[src/design/alu_settings.svh]
// Build settings for the integer ALU lane datapath and shifter
`ifndef ALU_SETTINGS_SVH
`define ALU_SETTINGS_SVH

// Operand and result width
`define DATA_WIDTH 32

// ROB tag width, enough for a 16-entry reorder buffer
`define TAG_WIDTH 4

// Sign fill for the arithmetic right shift opcode
// Set to 1'b0 and ASR shifts in zeros just like LSR
`define ENABLE_ASR 1'b1

`endif

[src/design/alu_opcode_pkg.sv]
// Opcode bus encoding for the integer ALU lane
`default_nettype none

`include "alu_settings.svh"

package alu_opcode_pkg;

   // One bit per operation on the one-hot opcode bus
   typedef enum logic [4:0] {
      ADD    = 5'd0,
      SUB    = 5'd1,
      AND    = 5'd2,
      OR     = 5'd3,
      XOR    = 5'd4,
      LSL    = 5'd5,
      LSR    = 5'd6,
      ASR    = 5'd7,
      MHI    = 5'd8,
      BEQ    = 5'd9,
      BNE    = 5'd10,
      BLTU   = 5'd11,
      BLT    = 5'd12,
      BGEU   = 5'd13,
      BGE    = 5'd14,
      JMPREG = 5'd15,
      JMPREL = 5'd16
   } alu_op_e;

   parameter int OPC_WIDTH = 17;

   // Shift amount field taken from the low bits of operand two
   parameter int SHAMT_WIDTH = $clog2(`DATA_WIDTH);

endpackage

`default_nettype wire

[src/design/alu_bundle_pkg.sv]
// Payload structs carried by the ALU lane pipeline stages
`default_nettype none

`include "alu_settings.svh"

package alu_bundle_pkg;

   import alu_opcode_pkg::*;

   // Operand stage payload as accepted from issue
   typedef struct packed {
      logic [OPC_WIDTH-1:0]   opcode;
      logic [`DATA_WIDTH-1:0] operand_a;
      logic [`DATA_WIDTH-1:0] operand_b;
      logic [14:0]            rel15;
      logic [`TAG_WIDTH-1:0]  tag;
   } alu_issue_t;

   // Result stage payload handed to the ROB
   typedef struct packed {
      logic [`DATA_WIDTH-1:0] data;
      logic [`TAG_WIDTH-1:0]  tag;
      logic                   branch_reg_taken;
      logic                   branch_rel_taken;
      logic                   branch_op;
   } alu_result_t;

endpackage

`default_nettype wire

[src/design/pipe_buffer.sv]
// Single-entry flushable valid/ready pipeline register for any payload type
`timescale 1ns/100ps
`default_nettype none

module pipe_buffer
#(
   parameter type payload_t = logic
)
(
   input  logic     clk,
   input  logic     reset,
   input  logic     flush,
   input  logic     in_valid,
   output logic     in_ready,
   input  payload_t in_data,
   output logic     out_valid,
   input  logic     out_ready,
   output payload_t out_data
);

   logic     valid_q;
   payload_t data_q;

   // Room when empty or when the held entry leaves this cycle
   // Nothing is taken while flushing
   assign in_ready = ~flush & (~valid_q | out_ready);

   always_ff @(posedge clk)
   begin
      if (reset || flush)
      begin
         valid_q <= 1'b0;
      end
      else if (in_ready)
      begin
         valid_q <= in_valid;
      end
   end

   // Payload loads only on an input transfer
   always_ff @(posedge clk)
   begin
      if (in_valid && in_ready)
      begin
         data_q <= in_data;
      end
   end

   assign out_valid = valid_q;
   assign out_data  = data_q;

endmodule

`default_nettype wire

[src/design/alu_adder_compare.sv]
// Shared adder and subtractor with compare flags and conditional branch decision
`timescale 1ns/100ps
`default_nettype none

`include "alu_settings.svh"

module alu_adder_compare
(
   input  logic [alu_opcode_pkg::OPC_WIDTH-1:0] opcode,
   input  logic [`DATA_WIDTH-1:0]              operand_a,
   input  logic [`DATA_WIDTH-1:0]              operand_b,
   output logic [`DATA_WIDTH-1:0]              sum,
   output logic                                cond_taken,
   output logic                                cond_op
);

   import alu_opcode_pkg::*;

   localparam int MSB = `DATA_WIDTH - 1;

   logic                   sub_mode;
   logic [`DATA_WIDTH-1:0] addend;
   logic                   carry_out;
   logic                   overflow;
   logic                   cmp_eq;
   logic                   cmp_lt_s;
   logic                   cmp_lt_u;

   // Any conditional branch
   assign cond_op = opcode[BEQ] | opcode[BNE] | opcode[BLTU] |
                    opcode[BLT] | opcode[BGEU] | opcode[BGE];

   // Branches compare by subtracting, a - b = a + ~b + 1
   assign sub_mode = opcode[SUB] | cond_op;
   assign addend   = sub_mode ? ~operand_b : operand_b;

   assign {carry_out, sum} = {1'b0, operand_a} + {1'b0, addend} +
                             {{`DATA_WIDTH{1'b0}}, sub_mode};

   // Same-sign inputs giving an opposite-sign result
   assign overflow = (operand_a[MSB] == addend[MSB]) &
                     (operand_a[MSB] ^ sum[MSB]);

   assign cmp_eq   = (operand_a == operand_b);
   assign cmp_lt_s = sum[MSB] ^ overflow;
   // A borrow shows up as a missing carry
   assign cmp_lt_u = ~carry_out;

   assign cond_taken = (opcode[BEQ]  &  cmp_eq)   |
                       (opcode[BNE]  & ~cmp_eq)   |
                       (opcode[BLTU] &  cmp_lt_u) |
                       (opcode[BLT]  &  cmp_lt_s) |
                       (opcode[BGEU] & ~cmp_lt_u) |
                       (opcode[BGE]  & ~cmp_lt_s);

endmodule

`default_nettype wire

[src/design/alu_shifter.sv]
// Barrel shifter for left, logical right and arithmetic right shifts
`timescale 1ns/100ps
`default_nettype none

`include "alu_settings.svh"

module alu_shifter
(
   input  logic [alu_opcode_pkg::OPC_WIDTH-1:0]   opcode,
   input  logic [`DATA_WIDTH-1:0]                operand_a,
   input  logic [alu_opcode_pkg::SHAMT_WIDTH-1:0] shamt,
   output logic [`DATA_WIDTH-1:0]                shifted
);

   import alu_opcode_pkg::*;

   logic                     shift_left;
   logic                     fill_bit;
   logic [`DATA_WIDTH-1:0]   shift_in;
   logic [2*`DATA_WIDTH-1:0] shift_wide;
   logic [`DATA_WIDTH-1:0]   shift_right;

   function automatic logic [`DATA_WIDTH-1:0] reverse_bits(input logic [`DATA_WIDTH-1:0] a);
      logic [`DATA_WIDTH-1:0] r;
      for (int i = 0; i < `DATA_WIDTH; i++)
      begin
         r[`DATA_WIDTH-1-i] = a[i];
      end
      return r;
   endfunction

   assign shift_left = opcode[LSL];
   assign fill_bit   = opcode[ASR] & `ENABLE_ASR & operand_a[`DATA_WIDTH-1];

   // Left shift is a right shift on the mirrored word
   assign shift_in    = shift_left ? reverse_bits(operand_a) : operand_a;
   assign shift_wide  = {{`DATA_WIDTH{fill_bit}}, shift_in} >> shamt;
   assign shift_right = shift_wide[`DATA_WIDTH-1:0];
   assign shifted     = shift_left ? reverse_bits(shift_right) : shift_right;

endmodule

`default_nettype wire

[src/design/alu_execute.sv]
// ALU execute logic, opcode decode and AND-OR merge of all results
`timescale 1ns/100ps
`default_nettype none

`include "alu_settings.svh"

module alu_execute
(
   input  logic [alu_opcode_pkg::OPC_WIDTH-1:0] opcode,
   input  logic [`DATA_WIDTH-1:0]              operand_a,
   input  logic [`DATA_WIDTH-1:0]              operand_b,
   input  logic [14:0]                         rel15,
   input  logic [`TAG_WIDTH-1:0]               tag,
   output alu_bundle_pkg::alu_result_t         result
);

   import alu_opcode_pkg::*;
   import alu_bundle_pkg::*;

   logic [`DATA_WIDTH-1:0] dat_adder;
   logic [`DATA_WIDTH-1:0] dat_shifter;
   logic [`DATA_WIDTH-1:0] dat_move;
   logic [`DATA_WIDTH-1:0] dat_branch;
   logic [`DATA_WIDTH-1:0] rel_offset;
   logic                   sel_adder;
   logic                   sel_shifter;
   logic                   sel_branch;
   logic                   cond_taken;
   logic                   cond_op;
   logic                   reg_taken;
   logic                   rel_taken;

   alu_adder_compare u_adder_compare
   (
      .opcode     (opcode),
      .operand_a  (operand_a),
      .operand_b  (operand_b),
      .sum        (dat_adder),
      .cond_taken (cond_taken),
      .cond_op    (cond_op)
   );

   alu_shifter u_shifter
   (
      .opcode    (opcode),
      .operand_a (operand_a),
      .shamt     (operand_b[SHAMT_WIDTH-1:0]),
      .shifted   (dat_shifter)
   );

   assign sel_adder   = opcode[ADD] | opcode[SUB];
   assign sel_shifter = opcode[LSL] | opcode[LSR] | opcode[ASR];

   // Move high places the low bits of operand two above bit 15
   assign dat_move = {operand_b[`DATA_WIDTH-16:0], 15'b0};

   assign reg_taken = opcode[JMPREG];
   assign rel_taken = cond_taken | opcode[JMPREL];

   // Word offset, sign extended and scaled to bytes
   assign rel_offset = {{(`DATA_WIDTH-17){rel15[14]}}, rel15, 2'b00};

   // Register jump target is operand one, unchecked for alignment
   assign dat_branch = rel_taken ? rel_offset : operand_a;
   // Not-taken conditional branch selects nothing and reads as zero
   assign sel_branch = reg_taken | rel_taken;

   always_comb
   begin
      result.data =
         ({`DATA_WIDTH{sel_adder}}    & dat_adder)              |
         ({`DATA_WIDTH{opcode[AND]}}  & (operand_a & operand_b)) |
         ({`DATA_WIDTH{opcode[OR]}}   & (operand_a | operand_b)) |
         ({`DATA_WIDTH{opcode[XOR]}}  & (operand_a ^ operand_b)) |
         ({`DATA_WIDTH{sel_shifter}}  & dat_shifter)            |
         ({`DATA_WIDTH{opcode[MHI]}}  & dat_move)               |
         ({`DATA_WIDTH{sel_branch}}   & dat_branch);
      result.tag              = tag;
      result.branch_reg_taken = reg_taken;
      result.branch_rel_taken = rel_taken;
      result.branch_op        = cond_op | opcode[JMPREG] | opcode[JMPREL];
   end

endmodule

`default_nettype wire

[src/design/alu_top.sv]
// Integer ALU lane with operand stage, execute logic and result stage
`timescale 1ns/100ps
`default_nettype none

`include "alu_settings.svh"

module alu_top
(
   input  logic                                clk,
   input  logic                                reset,
   input  logic                                flush,
   // Issue side
   input  logic                                in_valid,
   output logic                                in_ready,
   input  logic [alu_opcode_pkg::OPC_WIDTH-1:0] opcode,
   input  logic [`DATA_WIDTH-1:0]              operand_a,
   input  logic [`DATA_WIDTH-1:0]              operand_b,
   input  logic [14:0]                         rel15,
   input  logic [`TAG_WIDTH-1:0]               in_tag,
   // Result side toward the ROB
   output logic                                out_valid,
   input  logic                                out_ready,
   output logic [`DATA_WIDTH-1:0]              out_data,
   output logic [`TAG_WIDTH-1:0]               out_tag,
   output logic                                branch_reg_taken,
   output logic                                branch_rel_taken,
   output logic                                branch_op
);

   import alu_bundle_pkg::*;

   alu_issue_t  issue_in;
   alu_issue_t  issue_q;
   alu_result_t exec_result;
   alu_result_t result_q;
   logic        op_valid;
   logic        res_ready;

   assign issue_in = '{opcode: opcode, operand_a: operand_a, operand_b: operand_b,
                       rel15: rel15, tag: in_tag};

   pipe_buffer #(.payload_t(alu_issue_t)) u_operand_stage
   (
      .clk       (clk),
      .reset     (reset),
      .flush     (flush),
      .in_valid  (in_valid),
      .in_ready  (in_ready),
      .in_data   (issue_in),
      .out_valid (op_valid),
      .out_ready (res_ready),
      .out_data  (issue_q)
   );

   alu_execute u_execute
   (
      .opcode    (issue_q.opcode),
      .operand_a (issue_q.operand_a),
      .operand_b (issue_q.operand_b),
      .rel15     (issue_q.rel15),
      .tag       (issue_q.tag),
      .result    (exec_result)
   );

   pipe_buffer #(.payload_t(alu_result_t)) u_result_stage
   (
      .clk       (clk),
      .reset     (reset),
      .flush     (flush),
      .in_valid  (op_valid),
      .in_ready  (res_ready),
      .in_data   (exec_result),
      .out_valid (out_valid),
      .out_ready (out_ready),
      .out_data  (result_q)
   );

   assign out_data         = result_q.data;
   assign out_tag          = result_q.tag;
   assign branch_reg_taken = result_q.branch_reg_taken;
   assign branch_rel_taken = result_q.branch_rel_taken;
   assign branch_op        = result_q.branch_op;

endmodule

`default_nettype wire

[config.mk]
export PLATFORM = sky130hd
export DESIGN_NAME = alu_top
export DESIGN_NICKNAME = d
export VERILOG_FILES = /design/src/design/alu_opcode_pkg.sv /design/src/design/alu_bundle_pkg.sv /design/src/design/pipe_buffer.sv /design/src/design/alu_adder_compare.sv /design/src/design/alu_shifter.sv /design/src/design/alu_execute.sv /design/src/design/alu_top.sv
export VERILOG_INCLUDE_DIRS = /design/src /design/src/design
export SDC_FILE = /design/constraint.sdc
export NUM_CORES = 1
export LEC_CHECK = 0
export ABC_CLOCK_PERIOD_IN_PS = 13600
export BUFFER_PORTS_ARGS = -buffer_cell sky130_fd_sc_hd__buf_2
export CAP_MARGIN = 5
export CORE_MARGIN = 5
export CORE_UTILIZATION = 65
export DETAILED_ROUTE_END_ITERATION = 8
export PLACE_DENSITY_LB_ADDON = 0.08
export REMOVE_ABC_BUFFERS = 1
export SLEW_MARGIN = 15
export SYNTH_ARGS = -nofsm -noshare
export SYNTH_HDL_FRONTEND = slang
export SYNTH_SLANG_ARGS = --single-unit
[constraint.sdc]
create_clock -name clk -period 13.6 [get_ports clk]
set_input_delay 2.72 -clock clk [delete_from_list [all_inputs] [get_ports clk]]
set_output_delay 2.72 -clock clk [all_outputs]
set_load 0.005 [all_outputs]
# Word-level counts from Yosys, hierarchy flattened
# Cells that the tools add are included.
word_totals:
  in_bits: 105
  output_inout_bits: 41
  reg_bits: 141
classes:
  reduce_logical: 3
  add_sub_neg: 2
  n_eq_ne: 2
  bitwise: 55
  n_mux: 4
  shift: 1
ops:
  columns: ["op", "n"]
  rows:
  - ["$and A32 B32 Y32", 8]
  - ["$or A32 B32 Y32", 7]
  - ["$mux W32", 4]
  - ["$shr A64 B5 Y32", 1]
  - ["$add A32 B32 Y33", 1]
  - ["$add A33 B1 Y33", 1]
  - ["$eq A32 B32 Y1", 1]
  - ["$not A32 Y32", 1]
  - ["$xor A32 B32 Y32", 1]
  - ["$or A1 B1 Y1", 20]
  - ["$and A1 B1 Y1", 10]
  - ["$not A1 Y1", 6]
  - ["$logic_and A1 B1 Y1", 2]
  - ["$xor A1 B1 Y1", 2]
  - ["$eq A1 B1 Y1", 1]
  - ["$logic_or A1 B1 Y1", 1]

# Logic depth before layout (Yosys ltp)
# Gate-level depths: netlist of the first run.
depth:
  word_depth: 20
  ltp_mapped: 18
  ltp_nobuf: 14

# Modules after synthesis
# A second synthesis of the first run with hierarchy kept.
unflattened:
  cells_unflattened: 1186
  hier_area_um2: 12167.9
modules_own_cells:
  columns: ["module", "seq_area_each_um2", "cells_each", "n_inst", "area_each_um2"]
  rows:
  - ["pipe_buffer at u_operand_stage", 3022.9, 106, 1, 3064.2]
  - ["alu_shifter", 0.0, 379, 1, 2994.1]
  - ["alu_execute", 0.0, 342, 1, 2499.9]
  - ["alu_adder_compare", 0.0, 314, 1, 2377.3]
  - ["pipe_buffer at u_result_stage", 1191.1, 45, 1, 1232.4]

# Least setup slack after synthesis of the first run
# OpenSTA, ideal clock, no wires.
synth_timing:
  path_type: "input-to-reg"
  startpoint: "input out_ready"
  endpoint: "register u_result_stage.data_q (netlist bit u_result_stage.out_data[0]), enable pin"
  stages: 2
  setup_time_ps: 493
  t_arrival_ps: 5671
  n_path_buf: 0
  setup_slack_ps: 7437
  cell_sequence: "nor2b_1 > nor3b_1"
synth_between:
  elab_chain_len: 3
synth_rtl:
  columns: ["element", "line", "source"]
  rows:
  - ["start: declaration", "alu_top.sv:22", "input logic out_ready,"]
  - ["$or A1 B1 Y1", "pipe_buffer.sv:26", "assign in_ready = ~flush & (~valid_q | out_ready);"]
  - ["$and A1 B1 Y1", "pipe_buffer.sv:26", null]
  - ["$logic_and A1 B1 Y1", "pipe_buffer.sv:43", "if (in_valid && in_ready)"]
  - ["end signal: assignment", "pipe_buffer.sv:45", "data_q <= in_data;"]
  - ["end: declaration", "pipe_buffer.sv:22", "payload_t data_q;"]
# Every way passes these cells.
# A chain may end at the register's enable or synchronous reset.

# Worst setup path in the final report of the first run
layout_timing:
  startpoint: "input out_ready"
  endpoint: "output in_ready"
layout_between:
  elab_chain_len: 4
layout_rtl:
  columns: ["element", "line", "source"]
  rows:
  - ["$or A1 B1 Y1", "pipe_buffer.sv:26", null]
  - ["$and A1 B1 Y1", "pipe_buffer.sv:26", null]
  - ["$or A1 B1 Y1", "pipe_buffer.sv:26", null]
  - ["$and A1 B1 Y1", "pipe_buffer.sv:26", null]
  - ["end: declaration", "alu_top.sv:14", "output logic in_ready,"]
# Every way passes these cells.

==> results.txt, run 1 <==
----------------------------------------------------
[Die]
  Chip width ... 144 µm
  Total number of placement rows ... 49
  Total die area ... 20700 µm²
  Core region area ... 17800 µm²
  Y dimension of the die ... 144 µm
  I/O Pins ... 146
  Starting density of the core ... 65.5%

[STA]
  Normalized max-slew margin ... 38.7%
  Post-layout min period ... 6.06 ns
  Clock skew after layout ... 0.00914 ns
  Post-route setup TNS ... 0 ns
  Fin. Hold Viols ... 0
  Number of pins exceeding their max-slew limit in the final report ... 0
  Worst hold slack across all endpoints ... 0.420 ns
  Peak Freq ... 0.165 GHz
  Actual transition at the worst max-transition pin ... 0.919 ns
  RSZ-0062 raised after global routing ... no
  Period Utilization, post-route ... 44.6%
  Total setup violations reported at the end of the flow ... 0

[CTS]
  Sinks on Clock Net ... 141
  Clk buf depth ... 2
  Clock-pin slew of the registers on the worst-case setup and hold paths ... 0.06 ns
  CTS tree ... built
  CTS HTree Levels ... 4
  Worst-Skew Late Latency ... 0.45 ns
  Hold buffer count at CTS ... 0
  Clock buffer count from CTS ... 17
  Number of gates given a new drive strength after cts ... 0
  Post-CTS setup buffer count ... 0
  Root buffer cell ... clkbuf_16

[Synthesis]
  Primary FF master, synth ... edfxtp_1
  Cell area after synthesis ... 11600 µm²
  Flop and latch count out of synthesis ... 141
  Mux cell area share after synthesis ... a little over an eighth
  Post-synthesis instance total ... between 1000 and 1500
  Simple-gate share of the synthesized area ... 10.8%
  Unique cell type count in the Yosys netlist ... 81
  Largest family of logic cells by synthesized area ... compound AO/OA/AOI/OAI gates
  Average size of a mapped cell ... 10.3 µm²
  Post-synth ARST share ... 0%
  Synthesized-area fraction occupied by adder cells ... around a tenth
  Yosys synthesis warning count ... 0
  Count of flip-flops with a built-in enable after synthesis ... about 140
  Compound-gate portion of the synthesized area ... 20.1%
  Xor/xnor cell area share of the yosys netlist ... under 10%
  Proportion of synthesized chip area in sequential cells ... 36.2%

[Power and ir drop]
  Total power density per cell area ... 112 nW/µm²
  Leakage component of the power ... 0.00511 µW
  Peak VDD IR ... 0.0999 mV

[Detailed routing]
  Post-detailed-route DRC marker count ... 0
  Avg Vias per Cell ... 7.24
  Routed wirelength normalized by instance count ... between 20 and 30 µm
  Total detailed-routing wirelength ... 40.2 mm
  DRC violation total after the first TritonRoute iteration ... 1889
  Total iterations of the first detailed-routing run ... 7
  Remaining antenna violation count after routing ... 0
  Via count ... 10700

[Outcome]
  Run status ... finished, final reports clean

[Worst setup path]
  Slowest cell on the critical path ... nor2b_1
  Capture instance of the worst register-to-register path ... u_result_stage.out_data[14]$_DFFE_PP_
  Worst Path Class, Setup ... input pin to primary output
  Reg2Reg Launch Point ... u_operand_stage.out_data[93]$_DFFE_PP_
  Crit-path cells ... buf_2 -> nor2b_1 -> a21oi_1 -> buf_2
  CP top delay family ... simple AND/OR/NAND/NOR gates
  Top fanout value on the critical path ... 4
  Category of the worst setup path capture point ... primary output
  Crit-path max cell delay ... between 0.2 and 0.3 ns
  Critical path data arrival time ... approximately 3.3 ns
  Startpoint class of the critical path ... input pin
  Flop2flop setup slack ... 7.96 ns
  Data required time at the worst endpoint ... 10.88 ns
  R2R depth ... 16
  Dominant cell type by count on the critical path ... buf_2
  Total buffers and inverters traversed by the critical path ... 2
  Critical path depth ... 4

[Flow run]
  Count of max-cap constraint violations ... 0

[Global route]
  Number of antenna violations at the first check in global routing ... 0
  Met3 demand-to-capacity share in global routing ... 10.2%
  GRT met2 Usage ... 60.9%
  Met1 demand-to-capacity share in global routing ... 50.6%
  All-layer global routing usage ... 38.8%
  Total gr overflow ... 0
  Highest-utilization routing layer at the global route stage ... met2
  Maximum number of pins on one net before global-route repair ... 64
  Wire length of the first global-routing pass ... 59.8 mm
  Via count of the first global-routing pass ... approximately 10000

[Layout]
  Area growth from synthesis to final layout ... 12.6%
  Final net count ... approximately 1400
  Share of cells above drive strength 1 ... 23.4%
  Diodes inserted ... 0

[Place]
  Placed wire-length estimate ... 29.0 mm
  Quantity of I/O buffers inserted on ports ... 145
  Final weighted congestion in routability-driven placement ... between 1 and 1.5

[Worst hold path]
  Hold Crit Start ... u_operand_stage.out_data[0]$_DFFE_PP_
  Endpoint of the worst hold path ... u_result_stage.out_data[3]$_DFFE_PP_
  Hold Path Depth ... 0
  Worst hold path type ... flip-flop to flip-flop

----------------------------------------------------
worst register-to-register path, cell delays in order, from the launching register on:
cell and delay (ns):
edfxtp_1 0.40, or4_4 0.59, or3_1 0.39, nor2_4 0.10, buf_4 0.49, xnor2_1 0.15
ha_1 0.36, nor2b_4 0.16, o311ai_2 0.29, a31oi_1 0.15, buf_4 0.19, a211oi_4 0.44
o21a_4 0.24, o221ai_2 0.11, buf_4 0.23, or3_1 0.61, a2111o_1 0.49
cell usage after synthesis (18+ instances only):
| cell | n | share of area, % |
|---|---|---|
| nor2_1 | 51 | 1.6 |
| nand2_1 | 127 | 4.1 |
| ha_1 | 95 | 10 |
| o21ai_0 | 69 | 3.0 |
| a21oi_1 | 63 | 2.7 |
| inv_1 | 71 | 2.3 |
| xnor2_1 | 46 | 3.5 |
| mux4_2 | 42 | 8.1 |
| a221oi_1 | 26 | 2.0 |
| mux2_2 | 19 | 1.8 |
| clkbuf_1 | 35 | 1.1 |
| mux2i_1 | 38 | 3.3 |
| nand3_1 | 18 | 0.77 |
| edfxtp_1 | 139 | 36 |
worst max path at each step:
stage	start	endpoint
finish	out_ready	in_ready
global route	out_ready	in_ready
CTS	out_ready	in_ready
detailed placement	out_ready	in_ready
global placement	out_ready	in_ready
floorplan	u_operand_stage.out_data[93]$_DFFE_PP_	u_result_stage.out_data[14]$_DFFE_PP_
kinds of logic (layout without fill, tap and decap cells):
family | count (synthesis) | after routing
AO/OA/AOI/OAI | 325 | 325
adder cells (fa/ha/maj) | 96 | 96
multiplexers | 99 | 99
AND/OR/NAND/NOR | 269 | 269
buffers and inverters | 147 | 272
XOR/XNOR | 54 | 54
flip-flops | 141 | 141
power by group:
| part | internal [µW] | switching, µW | total (µW) |
|---|---|---|---|
| clock | 277 | 210 | 487 |
| sequential | 505 | 37.9 | 543 |
| combinational | 172 | 270 | 442 |
final cells by class:
cell class | instances | area, µm²
Sequential cell | 141 | 4210
Clock buffer | 17 | 425
Fill cell | 1281 | 4660
Clock inverter | 15 | 175
Tap cell | 229 | 287
Multi-Input combinational cell | 843 | 6840
Inverter | 74 | 278
Timing Repair Buffer | 166 | 903
per-stage QoR:
step | setup WS [ns] | total power [µW] | cell area [µm²] | std cells | utilization, %
floorplan | 7.35 | 823 | 11300 | 1058 | -
global placement | 7.57 | 959 | 12500 | 1452 | 70.3
detailed placement | 7.54 | 967 | 12500 | 1452 | 70.3
CTS | 7.54 | 1450 | 13100 | 1484 | 73.6
global route | 7.46 | 1520 | 13100 | 1485 | 73.8
finish | 7.54 | 1470 | 13100 | 1485 | 73.8
registers in the layout, indices dropped and copies added (netlist names):
register and count:
u_result_stage.out_data 39, u_operand_stage.out_valid 1, u_result_stage.out_valid 1, u_operand_stage.out_data 100
placed cells by master, fill, tap and decap left out, types with 7 or more instances in the layout:
master,instances
a211oi_1,8
a21o_1,9
a21oi_1,63
a221oi_1,26
a22oi_1,8
and2_1,8
buf_2,145
buf_4,20
clkbuf_16,17
edfxtp_1,139
ha_1,95
inv_1,71
inv_6,7
mux2_2,19
mux2i_1,38
mux4_2,42
nand2_1,127
nand3_1,18
nand4_1,7
nor2_1,50
nor3_1,10
nor4_1,12
o2111ai_1,7
o211ai_1,16
o211ai_2,10
o21a_1,7
o21ai_0,69
o21ai_1,9
o221ai_1,10
o311ai_1,11
o31ai_1,15
or3_1,7
xnor2_1,46
xor2_1,8
metal layers:
metal  wire length [µm]  vias up  part of all wire, %
li1                   -     4547                    -
met1              14000     5024                   35
met2              17900      949                   45
met3               5710      228                   14
met4               2540        0                  6.3
met5                  0        -                    0
Power figures use the tool's default switching activity.
==> run 2, diff against run 1 <==
--- a/config.mk
+++ b/config.mk
@@ -6,11 +6,11 @@
 export SDC_FILE = /design/constraint.sdc
 export NUM_CORES = 1
 export LEC_CHECK = 0
-export ABC_CLOCK_PERIOD_IN_PS = 13600
+export ABC_CLOCK_PERIOD_IN_PS = 5240
 export BUFFER_PORTS_ARGS = -buffer_cell sky130_fd_sc_hd__buf_2
 export CAP_MARGIN = 5
 export CORE_MARGIN = 5
-export CORE_UTILIZATION = 65
+export CORE_UTILIZATION = 54
 export DETAILED_ROUTE_END_ITERATION = 8
 export PLACE_DENSITY_LB_ADDON = 0.08
 export REMOVE_ABC_BUFFERS = 1
==> constraint.sdc (replaced) <==
create_clock -name clk -period 5.24 [get_ports clk]
set_input_delay 1.048 -clock clk [delete_from_list [all_inputs] [get_ports clk]]
set_output_delay 1.048 -clock clk [all_outputs]
set_load 0.005 [all_outputs]
==> run 2 against run 1 <==
Effect of this change:
- sequential share of layout area shrank 0.31 points
- utilization shrank 11 points
- design area grew 0.97%
- register-to-register slack lost 7.7 ns
==> results.txt, run 2 (same netlist as run 1, synthesis figures left out) <==
----------------------------------------------------
[Worst setup path]
  Crit path capture ... u_result_stage.out_data[19]$_DFFE_PP_
  Flop2flop setup slack ... roughly 0.21 ns
  Crit-path cells ... or4_4 -> or3_1 -> nor2_4 -> buf_4 -> xnor2_1 -> ha_1 -> nand2_1 -> o21ai_1 -> a211oi_1 -> o41ai_2 -> a21oi_4 -> and3_1 -> or3_1 -> buf_4 -> a221o_1
  Reg2Reg Launch Point ... u_operand_stage.out_data[93]$_DFFE_PP_
  Worst Path Class, Setup ... flip-flop to flip-flop
  Top fanout value on the critical path ... 19
  Startpoint class of the critical path ... flip-flop
  Critical path data arrival time ... 5.22 ns
  Category of the worst setup path capture point ... flip-flop
  Slowest cell on the critical path ... or3_1
  R2R depth ... 15
  Crit-path max cell delay ... about 0.62 ns
  Data required time at the worst endpoint ... 5.43 ns
  CP startpoint ... u_operand_stage.out_data[93]$_DFFE_PP_
  Capture instance of the worst register-to-register path ... u_result_stage.out_data[19]$_DFFE_PP_

[CTS]
  Root buffer cell ... clkbuf_16
  CTS HTree Levels ... 4
  Sinks on Clock Net ... 141
  Number of gates given a new drive strength after cts ... 0
  Hold buffer count at CTS ... 0
  Post-CTS setup buffer count ... 0
  CTS tree ... built
  Clock-pin slew of the registers on the worst-case setup and hold paths ... about 0.07 ns
  Clock buffer count from CTS ... 17
  Clk buf depth ... 2
  Worst-Skew Late Latency ... around 0.45 ns

[Detailed routing]
  Via count ... 10300
  Total detailed-routing wirelength ... a little over 40 mm
  Post-detailed-route DRC marker count ... 0
  Remaining antenna violation count after routing ... 0
  Routed wirelength normalized by instance count ... ~26 µm
  Total iterations of the first detailed-routing run ... 7
  DRC violation total after the first TritonRoute iteration ... around 1200
  Avg Vias per Cell ... between 6 and 7

[STA]
  Actual transition at the worst max-transition pin ... 1.03 ns
  Clock skew after layout ... approximately 0.015 ns
  Fin. Hold Viols ... 0
  Total setup violations reported at the end of the flow ... 0
  Worst hold slack across all endpoints ... 0.420 ns
  Number of pins exceeding their max-slew limit in the final report ... 0
  RSZ-0062 raised after global routing ... no
  Post-layout min period ... 5.03 ns
  Peak Freq ... between 0.15 and 0.2 GHz
  Normalized max-slew margin ... 31.2%
  Period Utilization, post-route ... 95.9%
  Worst-case setup margin in the final layout ... between 0.2 and 0.25 ns

[Die]
  Chip width ... roughly 160 µm
  Core region area ... 21200 µm²
  Y dimension of the die ... 157 µm
  Starting density of the core ... between 50% and 60%
  Total die area ... approximately 25000 µm²
  I/O Pins ... 146
  Total number of placement rows ... 53

[Layout]
  Most frequent cells in the layout ... buf_2, edfxtp_1, nand2_1, ha_1, inv_1
  End-of-flow core utilization ... 62.6%
  Final net count ... 1461
  Final-layout fill cell count ... 1763
  Share of cells above drive strength 1 ... around a quarter
  Diodes inserted ... 0
  Commonest non-fill, non-tap cell in the layout ... buf_2
  Max reg flops ... 100
  Area growth from synthesis to final layout ... 13.7%

[Global route]
  Maximum number of pins on one net before global-route repair ... 80
  Wire length of the first global-routing pass ... roughly 60 mm
  Via count of the first global-routing pass ... between 9000 and 10000
  Number of antenna violations at the first check in global routing ... 0
  Total gr overflow ... 0
  All-layer global routing usage ... 32.7%

[Power and ir drop]
  Leakage component of the power ... 0.00516 µW
  Total power density per cell area ... 281 nW/µm²
  Peak VDD IR ... 0.192 mV

[Place]
  Setup Slack @ Placement ... 0.304 ns
  Placed wire-length estimate ... roughly 30 mm
  Final weighted congestion in routability-driven placement ... 0.996
  Quantity of I/O buffers inserted on ports ... 145

[Worst hold path]
  Hold Crit Start ... u_operand_stage.out_data[2]$_DFFE_PP_
  Hold Path Depth ... 0
  Worst hold path type ... flip-flop to flip-flop

[Flow run]
  Count of max-cap constraint violations ... 0

[Outcome]
  Run status ... finished, final reports clean

----------------------------------------------------
## run 2: cell types whose count changed in the layout (fill, tap and decap cells not counted), sizes merged
cell,change
clkinvlp,+2
clkinv,+2
inv,-2
buf,+17
bufinv,-2
## run 2: report_power, final
| part | switching (µW) | internal [µW] | total [µW] |
|---|---|---|---|
| clock | 553 | 619 | 1170 |
| sequential | 103 | 1310 | 1410 |
| combinational | 683 | 456 | 1140 |
| total | 1340 | 2390 | 3730 |
## run 2: final cells by class
type | count | area, µm² | area share (%)
Tap cell | 275 | 344 | 2.60
Clock inverter | 15 | 125 | 0.944
Sequential cell | 141 | 4210 | 31.8
Inverter | 74 | 278 | 2.10
Multi-Input combinational cell | 843 | 6840 | 51.6
Clock buffer | 17 | 425 | 3.21
Timing Repair Buffer | 183 | 1020 | 7.72
## run 2: critical path, delay by kind of cell (launching register included)
| kind | cells | cell delay [ns] |
|---|---|---|
| AOI/OAI and AO/OA | 5 | 1.20 |
| xor gates and xnor gates | 1 | 0.12 |
| adders and majority gates | 1 | 0.41 |
| buffers and inverters | 2 | 0.60 |
| DFF | 1 | 0.40 |
| and+or+nand+nor | 6 | 2.01 |
## run 2: per-layer routing
layer	wire [µm]	vias up	track usage [%]
met3	4390	127	6.75
li1	-	4593	-
met4	1800	0	13.8
met1	16100	4918	45.4
met5	0	-	0
met2	18100	687	50.1
## run 2: how the worst min path moves through the flow
stage,endpoint
6_report,u_result_stage.out_data[5]$_DFFE_PP_
5_1_grt,u_result_stage.out_data[5]$_DFFE_PP_
4_1_cts,u_result_stage.out_data[5]$_DFFE_PP_
3_5_place_dp,u_result_stage.out_data[5]$_DFFE_PP_
3_3_place_gp,u_result_stage.out_data[3]$_DFFE_PP_
2_1_floorplan,u_result_stage.out_data[3]$_DFFE_PP_
## run 2: through the flow
step	instance area, µm²	cells	TNS [ns]	power [µW]
2_1_floorplan	11300	1058	-28.28	2140
3_3_place_gp	12700	1516	0	2530
3_5_place_dp	12700	1516	0	2530
4_1_cts	13200	1548	0	3690
5_1_grt	13200	1548	0	3880
6_report	13200	1548	0	3730
==> run 3, diff against run 2 <==
--- a/config.mk
+++ b/config.mk
@@ -10,10 +10,10 @@
 export BUFFER_PORTS_ARGS = -buffer_cell sky130_fd_sc_hd__buf_2
 export CAP_MARGIN = 5
 export CORE_MARGIN = 5
-export CORE_UTILIZATION = 54
+export CORE_UTILIZATION = 35
 export DETAILED_ROUTE_END_ITERATION = 8
 export PLACE_DENSITY_LB_ADDON = 0.08
-export REMOVE_ABC_BUFFERS = 1
+export SETUP_SLACK_MARGIN = 0.05
 export SLEW_MARGIN = 15
 export SYNTH_ARGS = -nofsm -noshare
 export SYNTH_HDL_FRONTEND = slang
==> run 3 against run 2 <==
Effect of this change:
- clock skew up 0.0035 ns
- clock power rose by 10%
- total power is 4.3% higher
==> results.txt, run 3 (same netlist as run 1, synthesis figures left out) <==
----------------------------------------------------
[Outcome]
  Run status ... finished, final reports clean

[Worst setup path]
  Worst Path Class, Setup ... flip-flop to flip-flop
  Top fanout value on the critical path ... 31
  Startpoint class of the critical path ... flip-flop
  Category of the worst setup path capture point ... flip-flop
  Critical path data arrival time ... 5.15 ns
  Data required time at the worst endpoint ... ~5.4 ns

[Die]
  Starting density of the core ... between 30 and 40%
  Total number of placement rows ... 66
  Chip width ... 192 µm
  I/O Pins ... 146
  Total die area ... 37000 µm²
  Core region area ... roughly 33000 µm²
  Y dimension of the die ... slightly below 200 µm

[STA]
  Fin. Hold Viols ... 0
  Total setup violations reported at the end of the flow ... 0
  Period Utilization, post-route ... 94.7%
  Post-layout min period ... 4.96 ns
  Clock skew after layout ... 0.0185 ns
  Actual transition at the worst max-transition pin ... 1.16 ns
  RSZ-0062 raised after global routing ... no
  Peak Freq ... 0.202 GHz
  Number of pins exceeding their max-slew limit in the final report ... 0
  Post-route setup TNS ... 0 ns
  Normalized max-slew margin ... 21.5%

[CTS]
  Clock buffer count from CTS ... 17
  Hold buffer count at CTS ... 0
  Clk buf depth ... 2
  Root buffer cell ... clkbuf_16
  CTS tree ... built
  CTS HTree Levels ... 4
  Clock-pin slew of the registers on the worst-case setup and hold paths ... 0.07 ns
  Sinks on Clock Net ... between 100 and 150
  Worst-Skew Late Latency ... 0.45 ns

[Layout]
  Multi-input logic area ... 6850 µm²
  Most frequent cells in the layout ... buf_2, edfxtp_1, nand2_1, ha_1, inv_1
  Final net count ... roughly 1500
  Diodes inserted ... 0
  Final-layout fill cell count ... roughly 3200
  Share of cells above drive strength 1 ... ~25%
  Commonest non-fill, non-tap cell in the layout ... buf_2
  End-of-flow core utilization ... 41.5%
  Area used by sequential logic in the layout ... 4210 µm²
  Max reg flops ... 100
  Area growth from synthesis to final layout ... 16.6%

[Place]
  Placed wire-length estimate ... about 36 mm
  Quantity of I/O buffers inserted on ports ... 145
  Final weighted congestion in routability-driven placement ... 0.949

[Detailed routing]
  DRC violation total after the first TritonRoute iteration ... 910
  Total detailed-routing wirelength ... around 46 mm
  Avg Vias per Cell ... 5.87
  Post-detailed-route DRC marker count ... 0
  Remaining antenna violation count after routing ... 0
  Via count ... 10100
  Routed wirelength normalized by instance count ... 27.0 µm
  Total iterations of the first detailed-routing run ... 5

[Global route]
  Maximum number of pins on one net before global-route repair ... 47
  All-layer global routing usage ... between 20% and 30%
  Wire length of the first global-routing pass ... 67.2 mm
  Number of antenna violations at the first check in global routing ... 0
  Via count of the first global-routing pass ... 9837
  Total gr overflow ... 0

[Power and ir drop]
  Peak VDD IR ... 0.241 mV
  Total power density per cell area ... 286 nW/µm²
  Overall power of the completed layout ... 3880 µW
  Leakage component of the power ... 0.00522 µW

[Worst hold path]
  Worst hold path type ... flip-flop to flip-flop

[Synthesis]
  Post-synthesis net count ... 1332

[Flow run]
  Count of max-cap constraint violations ... 0

----------------------------------------------------
[run 3: layout make-up]
cell class                      count  area share [%]
Clock buffer                       18            3.16
Clock inverter                     13            1.28
Inverter                           74            2.05
Multi-Input combinational cell    843            50.5
Sequential cell                   141            31.0
Tap cell                          442            4.07
Timing Repair Buffer              189            7.96
[run 3: worst max-delay path, stage by stage, from the launching register on]
cell,delay [ns]
edfxtp_1,0.38
or4_4,0.56
or3_1,0.37
nor2_4,0.12
buf_12,0.25
xnor2_1,0.16
ha_1,0.30
nor2b_4,0.15
o311ai_2,0.37
a31oi_2,0.25
a211oi_4,0.42
o21a_4,0.21
o221ai_2,0.25
or3_4,0.46
a2111o_1,0.43
[run 3: per-layer routing]
layer | GRT usage (%) | wire length [µm] | vias up
met4 | 11.6 | 2250 | 0
met1 | 34.6 | 20400 | 5004
met3 | 5.77 | 3780 | 73
met2 | 37.1 | 20000 | 421
met5 | 0 | 0 | -
li1 | - | - | 4598
[run 3: worst paths after layout]
path                                                from                                     to  slack, ns  cells past startpoint
setup / recovery  u_operand_stage.out_data[93]$_DFFE_PP_  u_result_stage.out_data[14]$_DFFE_PP_       0.28                     14
hold / removal     u_operand_stage.out_data[3]$_DFFE_PP_   u_result_stage.out_data[6]$_DFFE_PP_       0.42                      0
hold reg to reg    u_operand_stage.out_data[3]$_DFFE_PP_   u_result_stage.out_data[6]$_DFFE_PP_       0.42                      0
setup reg to reg  u_operand_stage.out_data[93]$_DFFE_PP_  u_result_stage.out_data[14]$_DFFE_PP_       0.28                     14
[run 3: power by group]
group,total [µW],switching (µW),internal [µW]
combinational,1180,717,462
clock,1290,503,787
sequential,1420,104,1310
[run 3: timing repair]
item,CTS,global route
setup endpoints to repair,0,11
setup buffers,0,1
gates resized for setup,0,2
[run 3: through the flow]
stage	area [µm²]	hold WS (ns)	worst slack [ns]	cells
after floorplan	11600	0.400	0.533	1131
after global placement	13000	0.403	0.236	1688
after detailed placement	13000	0.407	0.168	1688
after CTS	13600	0.423	0.168	1719
after global routing	13600	0.429	0.0674	1720
final	13600	0.420	0.280	1720
